<file path="config.mk">
export PLATFORM = sky130hd
export DESIGN_NAME = vdp_dot_path
export DESIGN_NICKNAME = d
export VERILOG_FILES = /design/src/vdp_pkg.sv /design/src/vdp_dot_path.sv /design/src/vdp_mixer.sv /design/src/vdp_pattern_layer.sv /design/src/vdp_regs.sv
export VERILOG_INCLUDE_DIRS = /design/src
export SDC_FILE = /design/constraint.sdc
export NUM_CORES = 2
export LEC_CHECK = 0
export BUFFER_PORTS_ARGS = -buffer_cell sky130_fd_sc_hd__buf_2
export CAP_MARGIN = 0
export CORE_ASPECT_RATIO = 1.75
export CORE_MARGIN = 1.5
export CORE_UTILIZATION = 45
export CTS_CLUSTER_DIAMETER = 30
export DETAILED_ROUTE_END_ITERATION = 10
export PLACE_DENSITY = 0.64
export SETUP_SLACK_MARGIN = 0.02
export SLEW_MARGIN = 10
export SYNTH_ARGS = -nofsm -noshare
export SYNTH_HDL_FRONTEND = slang
export SYNTH_SLANG_ARGS = --single-unit
</file>
<file path="constraint.sdc">
create_clock -name CLK -period 5.1 [get_ports CLK]
set_input_delay 0.255 -clock CLK [delete_from_list [all_inputs] [get_ports CLK]]
set_output_delay 0.255 -clock CLK [all_outputs]
set_load 0.02 [all_outputs]
</file>
<file path="src/vdp_macros.svh">
// Sizes, credit counts and register addresses of the dot path
`ifndef VDP_MACROS_SVH
`define VDP_MACROS_SVH

// Layer FIFO depth, also the initial credits of each word source
`define VDP_WORD_FIFO   4

// Initial credits toward the video sink
`define VDP_OUT_CREDITS 4

// Palette entries
`define VDP_PAL_SIZE    64

// CPU register addresses
`define VDP_REG_MODE    3'd0
`define VDP_REG_BANK    3'd1
`define VDP_REG_BDC     3'd2
`define VDP_REG_PADDR   3'd3
`define VDP_REG_PLO     3'd4
`define VDP_REG_PHI     3'd5

`endif
</file>
<file path="src/vdp_pkg.sv">
// Shared types of the dot path: colors, video-RAM word views, layer dots and control
package vdp_pkg;

    // Direct color, Ys flag on top
    typedef struct packed {
        logic       ys;
        logic [4:0] g;
        logic [4:0] r;
        logic [4:0] b;
    } rgb_t;

    // Bitmap view of one word
    // First color sits in the upper half
    typedef struct packed {
        rgb_t hi;
        rgb_t lo;
    } rgb_pair_t;

    // One video-RAM word
    // Pattern view has dot 0 in the top nibble
    typedef union packed {
        logic [0:7][3:0] nib;
        rgb_pair_t       bmp;
    } vram_word_u;

    // Dot offered by a layer to the mixer
    // Index is bank in bits 5:4, nibble in bits 3:0
    typedef struct packed {
        logic       transp;
        logic [5:0] idx;
        rgb_t       rgb;
    } layer_dot_t;

    // Display mode
    typedef enum logic {
        MODE_PATTERN = 1'b0,
        MODE_BITMAP  = 1'b1
    } dsp_mode_e;

    // Decoded control registers
    typedef struct packed {
        dsp_mode_e  mode;
        logic       b_front;
        logic [1:0] bank_a;
        logic [1:0] bank_b;
        logic [5:0] bdc;
    } vdp_ctrl_t;

    // CPU register write, upper bits reserved
    typedef struct packed {
        logic [4:0] rsvd;
        logic       we;
        logic [2:0] addr;
        logic [7:0] data;
    } reg_wr_t;

endpackage

</file>
<file path="src/vdp_dot_path.sv">
// Dot path top level joining the register file, both pattern layers and the mixer
`timescale 1ns/1ps

module vdp_dot_path (
    input  logic                CLK,
    input  logic                RESET_n,
    input  vdp_pkg::reg_wr_t    reg_wr,
    input  logic                word_a_valid,
    input  vdp_pkg::vram_word_u word_a,
    output logic                word_a_credit,
    input  logic                word_b_valid,
    input  vdp_pkg::vram_word_u word_b,
    output logic                word_b_credit,
    output logic                dot_valid,
    output vdp_pkg::rgb_t       dot,
    input  logic                dot_credit
);
    import vdp_pkg::*;

    // Control fan-out
    vdp_ctrl_t  ctrl;

    // Palette read between mixer and registers
    logic [5:0] pal_idx;
    rgb_t       pal_rgb;

    // Layer to mixer handshakes
    logic       a_ready;
    logic       a_take;
    layer_dot_t a_dot;
    logic       b_ready;
    logic       b_take;
    layer_dot_t b_dot;

    vdp_regs regs_i (
        .CLK,
        .RESET_n,
        .reg_wr,
        .ctrl,
        .pal_idx,
        .pal_rgb
    );

    // Layer A, bank from the low field
    vdp_pattern_layer layer_a (
        .CLK,
        .RESET_n,
        .ctrl,
        .bank        (ctrl.bank_a),
        .word_valid  (word_a_valid),
        .word        (word_a),
        .word_credit (word_a_credit),
        .dot_ready   (a_ready),
        .dot_out     (a_dot),
        .take        (a_take)
    );

    // Layer B, bank from the high field
    vdp_pattern_layer layer_b (
        .CLK,
        .RESET_n,
        .ctrl,
        .bank        (ctrl.bank_b),
        .word_valid  (word_b_valid),
        .word        (word_b),
        .word_credit (word_b_credit),
        .dot_ready   (b_ready),
        .dot_out     (b_dot),
        .take        (b_take)
    );

    vdp_mixer mixer_i (
        .CLK,
        .RESET_n,
        .ctrl,
        .a_ready,
        .a_dot,
        .a_take,
        .b_ready,
        .b_dot,
        .b_take,
        .pal_idx,
        .pal_rgb,
        .dot_valid,
        .dot,
        .dot_credit
    );

endmodule

</file>
<file path="src/vdp_mixer.sv">
// Dot mixer with layer priority, backdrop fill, palette lookup and sink credit counting
`timescale 1ns/1ps
`include "vdp_macros.svh"

module vdp_mixer (
    input  logic                CLK,
    input  logic                RESET_n,
    input  vdp_pkg::vdp_ctrl_t  ctrl,
    input  logic                a_ready,
    input  vdp_pkg::layer_dot_t a_dot,
    output logic                a_take,
    input  logic                b_ready,
    input  vdp_pkg::layer_dot_t b_dot,
    output logic                b_take,
    output logic [5:0]          pal_idx,
    input  vdp_pkg::rgb_t       pal_rgb,
    output logic                dot_valid,
    output vdp_pkg::rgb_t       dot,
    input  logic                dot_credit
);
    import vdp_pkg::*;

    localparam int CW = $clog2(`VDP_OUT_CREDITS + 1);

    // Sink credits still free
    logic [CW-1:0] credit_cnt;

    logic          bitmap;
    logic          take;

    // Layers ordered by the priority flag
    layer_dot_t    front;
    layer_dot_t    back;

    // First pipeline stage, lines up with the palette read
    logic          v1;
    rgb_t          bmp_d1;

    assign bitmap = (ctrl.mode == MODE_BITMAP);

    // Bitmap mode needs only layer A
    assign take   = (credit_cnt != '0) && a_ready && (bitmap || b_ready);
    assign a_take = take;
    assign b_take = take && !bitmap;

    assign front = ctrl.b_front ? b_dot : a_dot;
    assign back  = ctrl.b_front ? a_dot : b_dot;

    // Winning palette index
    // Backdrop when both layers are clear
    // Unused in bitmap mode
    always_comb begin
        if (!front.transp) begin
            pal_idx = front.idx;
        end else if (!back.transp) begin
            pal_idx = back.idx;
        end else begin
            pal_idx = ctrl.bdc;
        end
    end

    // Spent at take, returned by sink pulses
    always_ff @(posedge CLK or negedge RESET_n) begin
        if (!RESET_n) begin
            credit_cnt <= CW'(`VDP_OUT_CREDITS);
        end else begin
            credit_cnt <= credit_cnt - CW'(take) + CW'(dot_credit);
        end
    end

    // Two-stage valid pipeline
    always_ff @(posedge CLK or negedge RESET_n) begin
        if (!RESET_n) begin
            v1        <= 1'b0;
            dot_valid <= 1'b0;
        end else begin
            v1        <= take;
            dot_valid <= v1;
        end
    end

    // Direct color waits one stage beside the palette read
    always_ff @(posedge CLK) begin
        if (take) begin
            bmp_d1 <= a_dot.rgb;
        end
    end

    // Output color
    always_ff @(posedge CLK) begin
        if (v1) begin
            dot <= bitmap ? bmp_d1 : pal_rgb;
        end
    end

endmodule

</file>
<file path="src/vdp_pattern_layer.sv">
// Pattern layer that buffers video-RAM words with credit return and unpacks them into dots
`timescale 1ns/1ps
`include "vdp_macros.svh"

module vdp_pattern_layer (
    input  logic                CLK,
    input  logic                RESET_n,
    input  vdp_pkg::vdp_ctrl_t  ctrl,
    input  logic [1:0]          bank,
    input  logic                word_valid,
    input  vdp_pkg::vram_word_u word,
    output logic                word_credit,
    output logic                dot_ready,
    output vdp_pkg::layer_dot_t dot_out,
    input  logic                take
);
    import vdp_pkg::*;

    localparam int AW = $clog2(`VDP_WORD_FIFO);

    // Word FIFO
    vram_word_u    fifo_mem [`VDP_WORD_FIFO];
    logic [AW-1:0] wr_ptr;
    logic [AW-1:0] rd_ptr;
    logic [AW:0]   count;

    // Dot position inside the head word
    logic [2:0]    dot_cnt;
    logic          last_dot;
    logic          pop;

    // Head word and its current nibble
    vram_word_u    head;
    logic [3:0]    nib;

    assign head      = fifo_mem[rd_ptr];
    assign nib       = head.nib[dot_cnt];
    assign dot_ready = (count != '0);

    // Two dots per word in bitmap mode, eight in pattern mode
    assign last_dot = (ctrl.mode == MODE_BITMAP) ? (dot_cnt == 3'd1) : (dot_cnt == 3'd7);
    // Word leaves once its last dot is taken
    assign pop      = take && last_dot;

    // Storage, source never writes without a credit
    always_ff @(posedge CLK) begin
        if (word_valid) begin
            fifo_mem[wr_ptr] <= word;
        end
    end

    // Pointers, fill level, dot counter and credit return
    always_ff @(posedge CLK or negedge RESET_n) begin
        if (!RESET_n) begin
            wr_ptr      <= '0;
            rd_ptr      <= '0;
            count       <= '0;
            dot_cnt     <= '0;
            word_credit <= 1'b0;
        end else begin
            if (word_valid) begin
                wr_ptr <= wr_ptr + 1'b1;
            end
            if (pop) begin
                rd_ptr <= rd_ptr + 1'b1;
            end
            count <= count + (AW+1)'(word_valid) - (AW+1)'(pop);
            if (take) begin
                dot_cnt <= last_dot ? 3'd0 : dot_cnt + 3'd1;
            end
            // One pulse, the cycle after the pop
            word_credit <= pop;
        end
    end

    // Decode the head word for the current dot
    always_comb begin
        if (ctrl.mode == MODE_BITMAP) begin
            // Upper color first, never transparent
            dot_out.transp = 1'b0;
            dot_out.idx    = '0;
            dot_out.rgb    = dot_cnt[0] ? head.bmp.lo : head.bmp.hi;
        end else begin
            // Zero nibble lets the layer behind show through
            dot_out.transp = (nib == 4'd0);
            dot_out.idx    = {bank, nib};
            dot_out.rgb    = '0;
        end
    end

endmodule

</file>
<file path="src/vdp_regs.sv">
// CPU register file with the palette RAM, its auto-increment write port and read port
`timescale 1ns/1ps
`include "vdp_macros.svh"

module vdp_regs (
    input  logic               CLK,
    input  logic               RESET_n,
    input  vdp_pkg::reg_wr_t   reg_wr,
    output vdp_pkg::vdp_ctrl_t ctrl,
    input  logic [5:0]         pal_idx,
    output vdp_pkg::rgb_t      pal_rgb
);
    import vdp_pkg::*;

    // Palette storage
    rgb_t       pal_mem [`VDP_PAL_SIZE];
    // Palette write pointer
    logic [5:0] pal_ptr;
    // Low byte held until the high byte arrives
    logic [7:0] pal_lo;

    // Per-register write strobes
    logic wr_mode;
    logic wr_bank;
    logic wr_bdc;
    logic wr_paddr;
    logic wr_plo;
    logic wr_phi;

    assign wr_mode  = reg_wr.we && (reg_wr.addr == `VDP_REG_MODE);
    assign wr_bank  = reg_wr.we && (reg_wr.addr == `VDP_REG_BANK);
    assign wr_bdc   = reg_wr.we && (reg_wr.addr == `VDP_REG_BDC);
    assign wr_paddr = reg_wr.we && (reg_wr.addr == `VDP_REG_PADDR);
    assign wr_plo   = reg_wr.we && (reg_wr.addr == `VDP_REG_PLO);
    assign wr_phi   = reg_wr.we && (reg_wr.addr == `VDP_REG_PHI);

    // Control fields
    // Reset leaves pattern mode with A in front
    always_ff @(posedge CLK or negedge RESET_n) begin
        if (!RESET_n) begin
            ctrl <= '0;
        end else begin
            if (wr_mode) begin
                ctrl.mode    <= dsp_mode_e'(reg_wr.data[0]);
                ctrl.b_front <= reg_wr.data[1];
            end
            // Bank A in the low pair, bank B in bits 5:4
            if (wr_bank) begin
                ctrl.bank_a <= reg_wr.data[1:0];
                ctrl.bank_b <= reg_wr.data[5:4];
            end
            if (wr_bdc) begin
                ctrl.bdc <= reg_wr.data[5:0];
            end
        end
    end

    // Palette pointer and low byte latch
    always_ff @(posedge CLK or negedge RESET_n) begin
        if (!RESET_n) begin
            pal_ptr <= '0;
            pal_lo  <= '0;
        end else begin
            if (wr_paddr) begin
                pal_ptr <= reg_wr.data[5:0];
            end else if (wr_phi) begin
                // Next entry after each full write
                pal_ptr <= pal_ptr + 6'd1;
            end
            if (wr_plo) begin
                pal_lo <= reg_wr.data;
            end
        end
    end

    // Palette entries, all black after reset
    always_ff @(posedge CLK or negedge RESET_n) begin
        if (!RESET_n) begin
            for (int i = 0; i < `VDP_PAL_SIZE; i++) begin
                pal_mem[i] <= '0;
            end
        end else if (wr_phi) begin
            pal_mem[pal_ptr] <= {reg_wr.data, pal_lo};
        end
    end

    // Read port, color one cycle after the index
    always_ff @(posedge CLK) begin
        pal_rgb <= pal_mem[pal_idx];
    end

endmodule

</file>
==> out/summary.log <==
INFO  synthesis      yosys.area.top_type=sky130_fd_sc_hd__dfrtp_1
INFO  clocking       htree_num_levels=4
INFO  worst_setup_path cells_traversed_along_the_worst_timing_path=buf_12 -> mux2i_1 -> a22oi_1 -> a21oi_1 -> or4_1 -> nand3b_1 -> o2111a_1 -> a21o_4 -> buf_12 -> buf_12 -> buf_4 -> mux2i_1 -> o221ai_1 -> nor4bb_4 -> buf_4 -> nor4_2
INFO  drt            detail_route.first_pass.iterations=6
INFO  floorplan      start_util=45.18%
INFO  drt            route.detailed.vias_per_inst=5.694
INFO  synthesis      post_synth_num_cell_types=80
INFO  cells_and_area layout.core_utilization=53.04%
INFO  drt            wire_length_after_detailed_routing=171100µm
INFO  worst_setup_path cp_max_fo=28
INFO  timing         max_clock_freq=202.4MHz
INFO  timing         rsz0062_at_grt=false
INFO  place          placement.io_buffers=99
INFO  cells_and_area stdcell_area=0.07274mm²
INFO  timing         worst_slack=0.1603ns
INFO  worst_setup_path critical_path.max_stage_delay=0.80ns
INFO  drt            detailroute.via_count=40660
INFO  synthesis      synth_nets=5037
INFO  cells_and_area area.growth.synth_to_final=17.39%
INFO  drt            drc_errors=0
INFO  worst_setup_path reg2reg_slack=0.16ns
INFO  place          pre_cts_slack=-0.3215ns
INFO  clocking       number_of_clock_buffers_inserted_by_tritoncts=176
INFO  worst_setup_path worst-endpoint-arrival=5.63ns
INFO  pwr            fin_total_pwr=0.04493W
INFO  worst_setup_path worst_path_most_repeated_cell=sky130_fd_sc_hd__buf_12
INFO  clocking       cts.sinks=1381
INFO  grt            grt_first_pass_wirelength=260700µm
INFO  floorplan      die_w=283.5µm
INFO  worst_setup_path worst_setup_path_startpoint=layer_b.dot_cnt[0]$_DFFE_PN0P_
INFO  worst_setup_path worstSetupPathDepth=16
INFO  worst_setup_path depth_of_the_worst_register_to_register_path=16
INFO  drt            routedWlPerCell=23.97µm
INFO  clocking       cts_root_cell=sky130_fd_sc_hd__clkbuf_16
INFO  grt            pin_count_of_the_biggest_net_entering_global_routing=142
INFO  synthesis      yosysWarningCount=0
INFO  place          finalWeightedCongestion=0.8730
INFO  pwr            peakVddDrop=0.0005207V
INFO  place          placedInstanceArea=0.06576mm²
INFO  worst_setup_path crit_path_start_kind=flop
INFO  floorplan      fp-row-count=180
INFO  place          hpwl=110500µm
INFO  run            cap_viol_max_count=0
INFO  worst_setup_path critPathRequiredTime=5.79ns
INFO  timing         worst_clock_skew=0.03919ns
INFO  synthesis      synth-async-reset-ratio=77.99%
INFO  synthesis      post_synth_inst_count=4931
INFO  grt            grt_pass1_vias=41910
INFO  synthesis      synth-edff-count=288
INFO  pwr            power.leakage=33.56nW
INFO  floorplan      floorplan.core_area=0.1372mm²
INFO  worst_setup_path criticalPathCategory=reg2reg
INFO  worst_setup_path worst-path-buf-inv=5
INFO  synthesis      yosys_most_used_dff=sky130_fd_sc_hd__dfrtp_1
INFO  cells_and_area fillers=11400
INFO  worst_setup_path capturing_point_of_the_worst_reg2reg_path=regs_i.pal_rgb[8]$_DFF_P_
INFO  floorplan      die_height=493.9µm
INFO  worst_setup_path r2r-start=layer_b.dot_cnt[0]$_DFFE_PN0P_
INFO  timing         max_slew_margin=22.27%
INFO  floorplan      ios=105
INFO  timing         slew_viol_final=0
INFO  clocking       clock_slew_at_reported_path_ffs=0.06ns
INFO  clocking       insertion_delay=0.81ns
INFO  grt            gr-usage-all-layers=24.48%
INFO  grt            globalRoute.totalOverflow=0
INFO  worst_setup_path critPathCaptureType=flop
INFO  pwr            p_per_area=617.7mW/mm²
INFO  cells_and_area ff_latch_area=0.03594mm²
INFO  cells_and_area layout_commonest_cell=sky130_fd_sc_hd__dfrtp_1
INFO  timing         totalNegativeSetupSlack=0ns
INFO  drt            number_of_nets_with_antenna_violations_after_routing=0
INFO  synthesis      synth_top_cell_area_share=43.45%
INFO  timing         hold_viol=0
INFO  cells_and_area nNetsFinal=5270
INFO  synthesis      post_synth_main_area_contributors=sky130_fd_sc_hd__dfrtp_1 (43%), sky130_fd_sc_hd__mux2_2 (19%), sky130_fd_sc_hd__edfxtp_1 (14%), sky130_fd_sc_hd__nand2_1 (4.8%), sky130_fd_sc_hd__nand3_1 (3.0%)
INFO  floorplan      die-area=0.1400mm²
INFO  cells_and_area area_occupied_by_multi_input_gates=0.02430mm²
INFO  timing         timing.final.crit_period=4.940ns
INFO  synthesis      avgSynthCellArea=12.57µm²
INFO  grt            number_of_antenna_violations_at_the_first_check_in_global_routing=7
INFO  timing         timing.final.setup_violations=0
INFO  synthesis      mappedNetlistArea=0.06197mm²
INFO  synthesis      synth_seq_area_share=57.97%
INFO  worst_hold_path worstHoldPathType=in2reg
INFO  timing         post-route-period-util=96.86%
INFO  worst_setup_path crit_path_end=regs_i.pal_rgb[8]$_DFF_P_
INFO  timing         tightestPinTransition=1.157ns
INFO  cells_and_area final_layout_size_suffix_gt1_share=35.41%
INFO  worst_setup_path worst_path_dominant_cell_family=simple AND/OR/NAND/NOR gates
INFO  clocking       number_of_buffers_between_clock_root_and_the_deepest_sink=3
INFO  outcome        status=complete, no violations
INFO  clocking       cts_tree=built
INFO  drt            drt_iter0_markers=2899
INFO  cells_and_area layout_common_cells=sky130_fd_sc_hd__dfrtp_1 (1065), sky130_fd_sc_hd__mux2_2 (1059), sky130_fd_sc_hd__nand2_1 (789)
INFO  worst_setup_path slowest_stage=sky130_fd_sc_hd__or4_1
INFO  synthesis      synth-seq-cells=1381
==> layout make-up <==
class	count	area share [%]
antenna	2	0.006880
clock buffer	206	6.492
clock inverter	126	2.035
inverter	24	0.1238
multi-input combinational	3125	33.40
sequential	1381	49.41
tap	1820	3.131
timing repair buffer	456	5.399
==> routing by layer <==
metal / GRT usage [%] / vias up / wire, µm
met4: 14.42 / 8 / 10300
met1: 27.73 / 21130 / 64140
met2: 43.76 / 1058 / 89420
li1: - / 18080 / -
met5: 0 / - / 72
met3: 3.584 / 389 / 7184
==> registers in the layout, indices dropped and copies added (netlist names) <==
register / flops
regs_i.pal_mem: 1024
layer_a.fifo_mem: 128
layer_b.fifo_mem: 128
mixer_i.bmp_d1: 16
mixer_i.dot: 16
regs_i.pal_rgb: 16
regs_i.ctrl: 12
regs_i.pal_lo: 8
regs_i.pal_ptr: 6
layer_a.count: 3
layer_a.dot_cnt: 3
layer_b.count: 3
layer_b.dot_cnt: 3
mixer_i.credit_cnt: 3
layer_a.rd_ptr: 2
layer_a.wr_ptr: 2
layer_b.rd_ptr: 2
layer_b.wr_ptr: 2
layer_a.word_credit: 1
layer_b.word_credit: 1
mixer_i.dot_valid: 1
mixer_i.v1: 1
==> logic make-up (layout without fill, tap and decap cells) <==
kind of cell | count (synthesis) | in the layout | synth area share, %
AND/OR/NAND/NOR | 1407 | 1407 | 10.39
flip-flops | 1381 | 1381 | 57.97
multiplexers | 1293 | 1293 | 24.06
buffers and inverters | 425 | 812 | 2.974
AO/OA/AOI/OAI | 388 | 388 | 3.931
adder cells (fa/ha/maj) | 20 | 20 | 0.4402
XOR/XNOR | 17 | 17 | 0.2403
other | 0 | 2 | 0
==> report_power, final <==
part	internal, W	switching [W]
Clock	0.00770	0.00521
Combinational	0.00681	0.0116
Sequential	0.0127	0.000964
Total	0.0272	0.0177
==> what timing repair did <==
item / 4_1_cts / 5_1_grt
hold buffers: 70 / 0
resized for setup: 5 / 4
hold endpoints to repair: 339 / 0
endpoints found under the setup margin: 3 / 9
setup buffers: 0 / 1
pin swaps: 0 / 1
==> per-stage QoR <==
| stage | hold WS, ns | instances |
|---|---|---|
| 2_1_floorplan | -0.04059 | 4931 |
| 3_3_place_gp | 0.3648 | 6735 |
| 3_5_place_dp | 0.3670 | 6735 |
| 4_1_cts | 0.001765 | 7137 |
| 5_1_grt | 0.07127 | 7140 |
| 6_report | 0.06277 | 7140 |
==> cell usage after synthesis (16+ instances only) <==
library cell,count
sky130_fd_sc_hd__dfrtp_1,1076
sky130_fd_sc_hd__mux2_2,1059
sky130_fd_sc_hd__nand2_1,789
sky130_fd_sc_hd__nand3_1,373
sky130_fd_sc_hd__edfxtp_1,288
sky130_fd_sc_hd__clkbuf_1,253
sky130_fd_sc_hd__a21oi_1,183
sky130_fd_sc_hd__mux2i_1,182
sky130_fd_sc_hd__buf_2,92
sky130_fd_sc_hd__a22oi_1,82
sky130_fd_sc_hd__nor2_1,62
sky130_fd_sc_hd__mux4_2,51
sky130_fd_sc_hd__o22ai_1,47
sky130_fd_sc_hd__buf_1,30
sky130_fd_sc_hd__nor3_1,26
sky130_fd_sc_hd__inv_1,24
sky130_fd_sc_hd__or2_2,18
sky130_fd_sc_hd__and4_1,17
sky130_fd_sc_hd__ha_1,17
sky130_fd_sc_hd__or4_1,17
sky130_fd_sc_hd__dfxtp_1,16
sky130_fd_sc_hd__nor4_2,16
==> how the worst min path moves through the flow <==
stage          cells after the start                             end  slack, ns       from
6_report                           4   regs_i.pal_ptr[0]$_DFFE_PN0P_       0.06  reg_wr[9]
5_1_grt                            4   regs_i.pal_ptr[0]$_DFFE_PN0P_       0.07  reg_wr[9]
4_1_cts                            4   regs_i.pal_ptr[0]$_DFFE_PN0P_      0.002  reg_wr[9]
3_5_place_dp                       1  regs_i.pal_mem[43]$_DFFE_PN0P_       0.37    RESET_n
3_3_place_gp                       1  regs_i.pal_mem[33]$_DFFE_PN0P_       0.36    RESET_n
2_1_floorplan                      0      layer_a.count[0]$_DFF_PN0_      -0.04    RESET_n
==> tightest hold or removal path, stage by stage <==
cell and delay, ns:
sky130_fd_sc_hd__buf_2 0.13, sky130_fd_sc_hd__and3_1 0.26, sky130_fd_sc_hd__nand2_1 0.10, sky130_fd_sc_hd__o21ai_0 0.07
No activity file was read; power rests on OpenSTA's default activity.
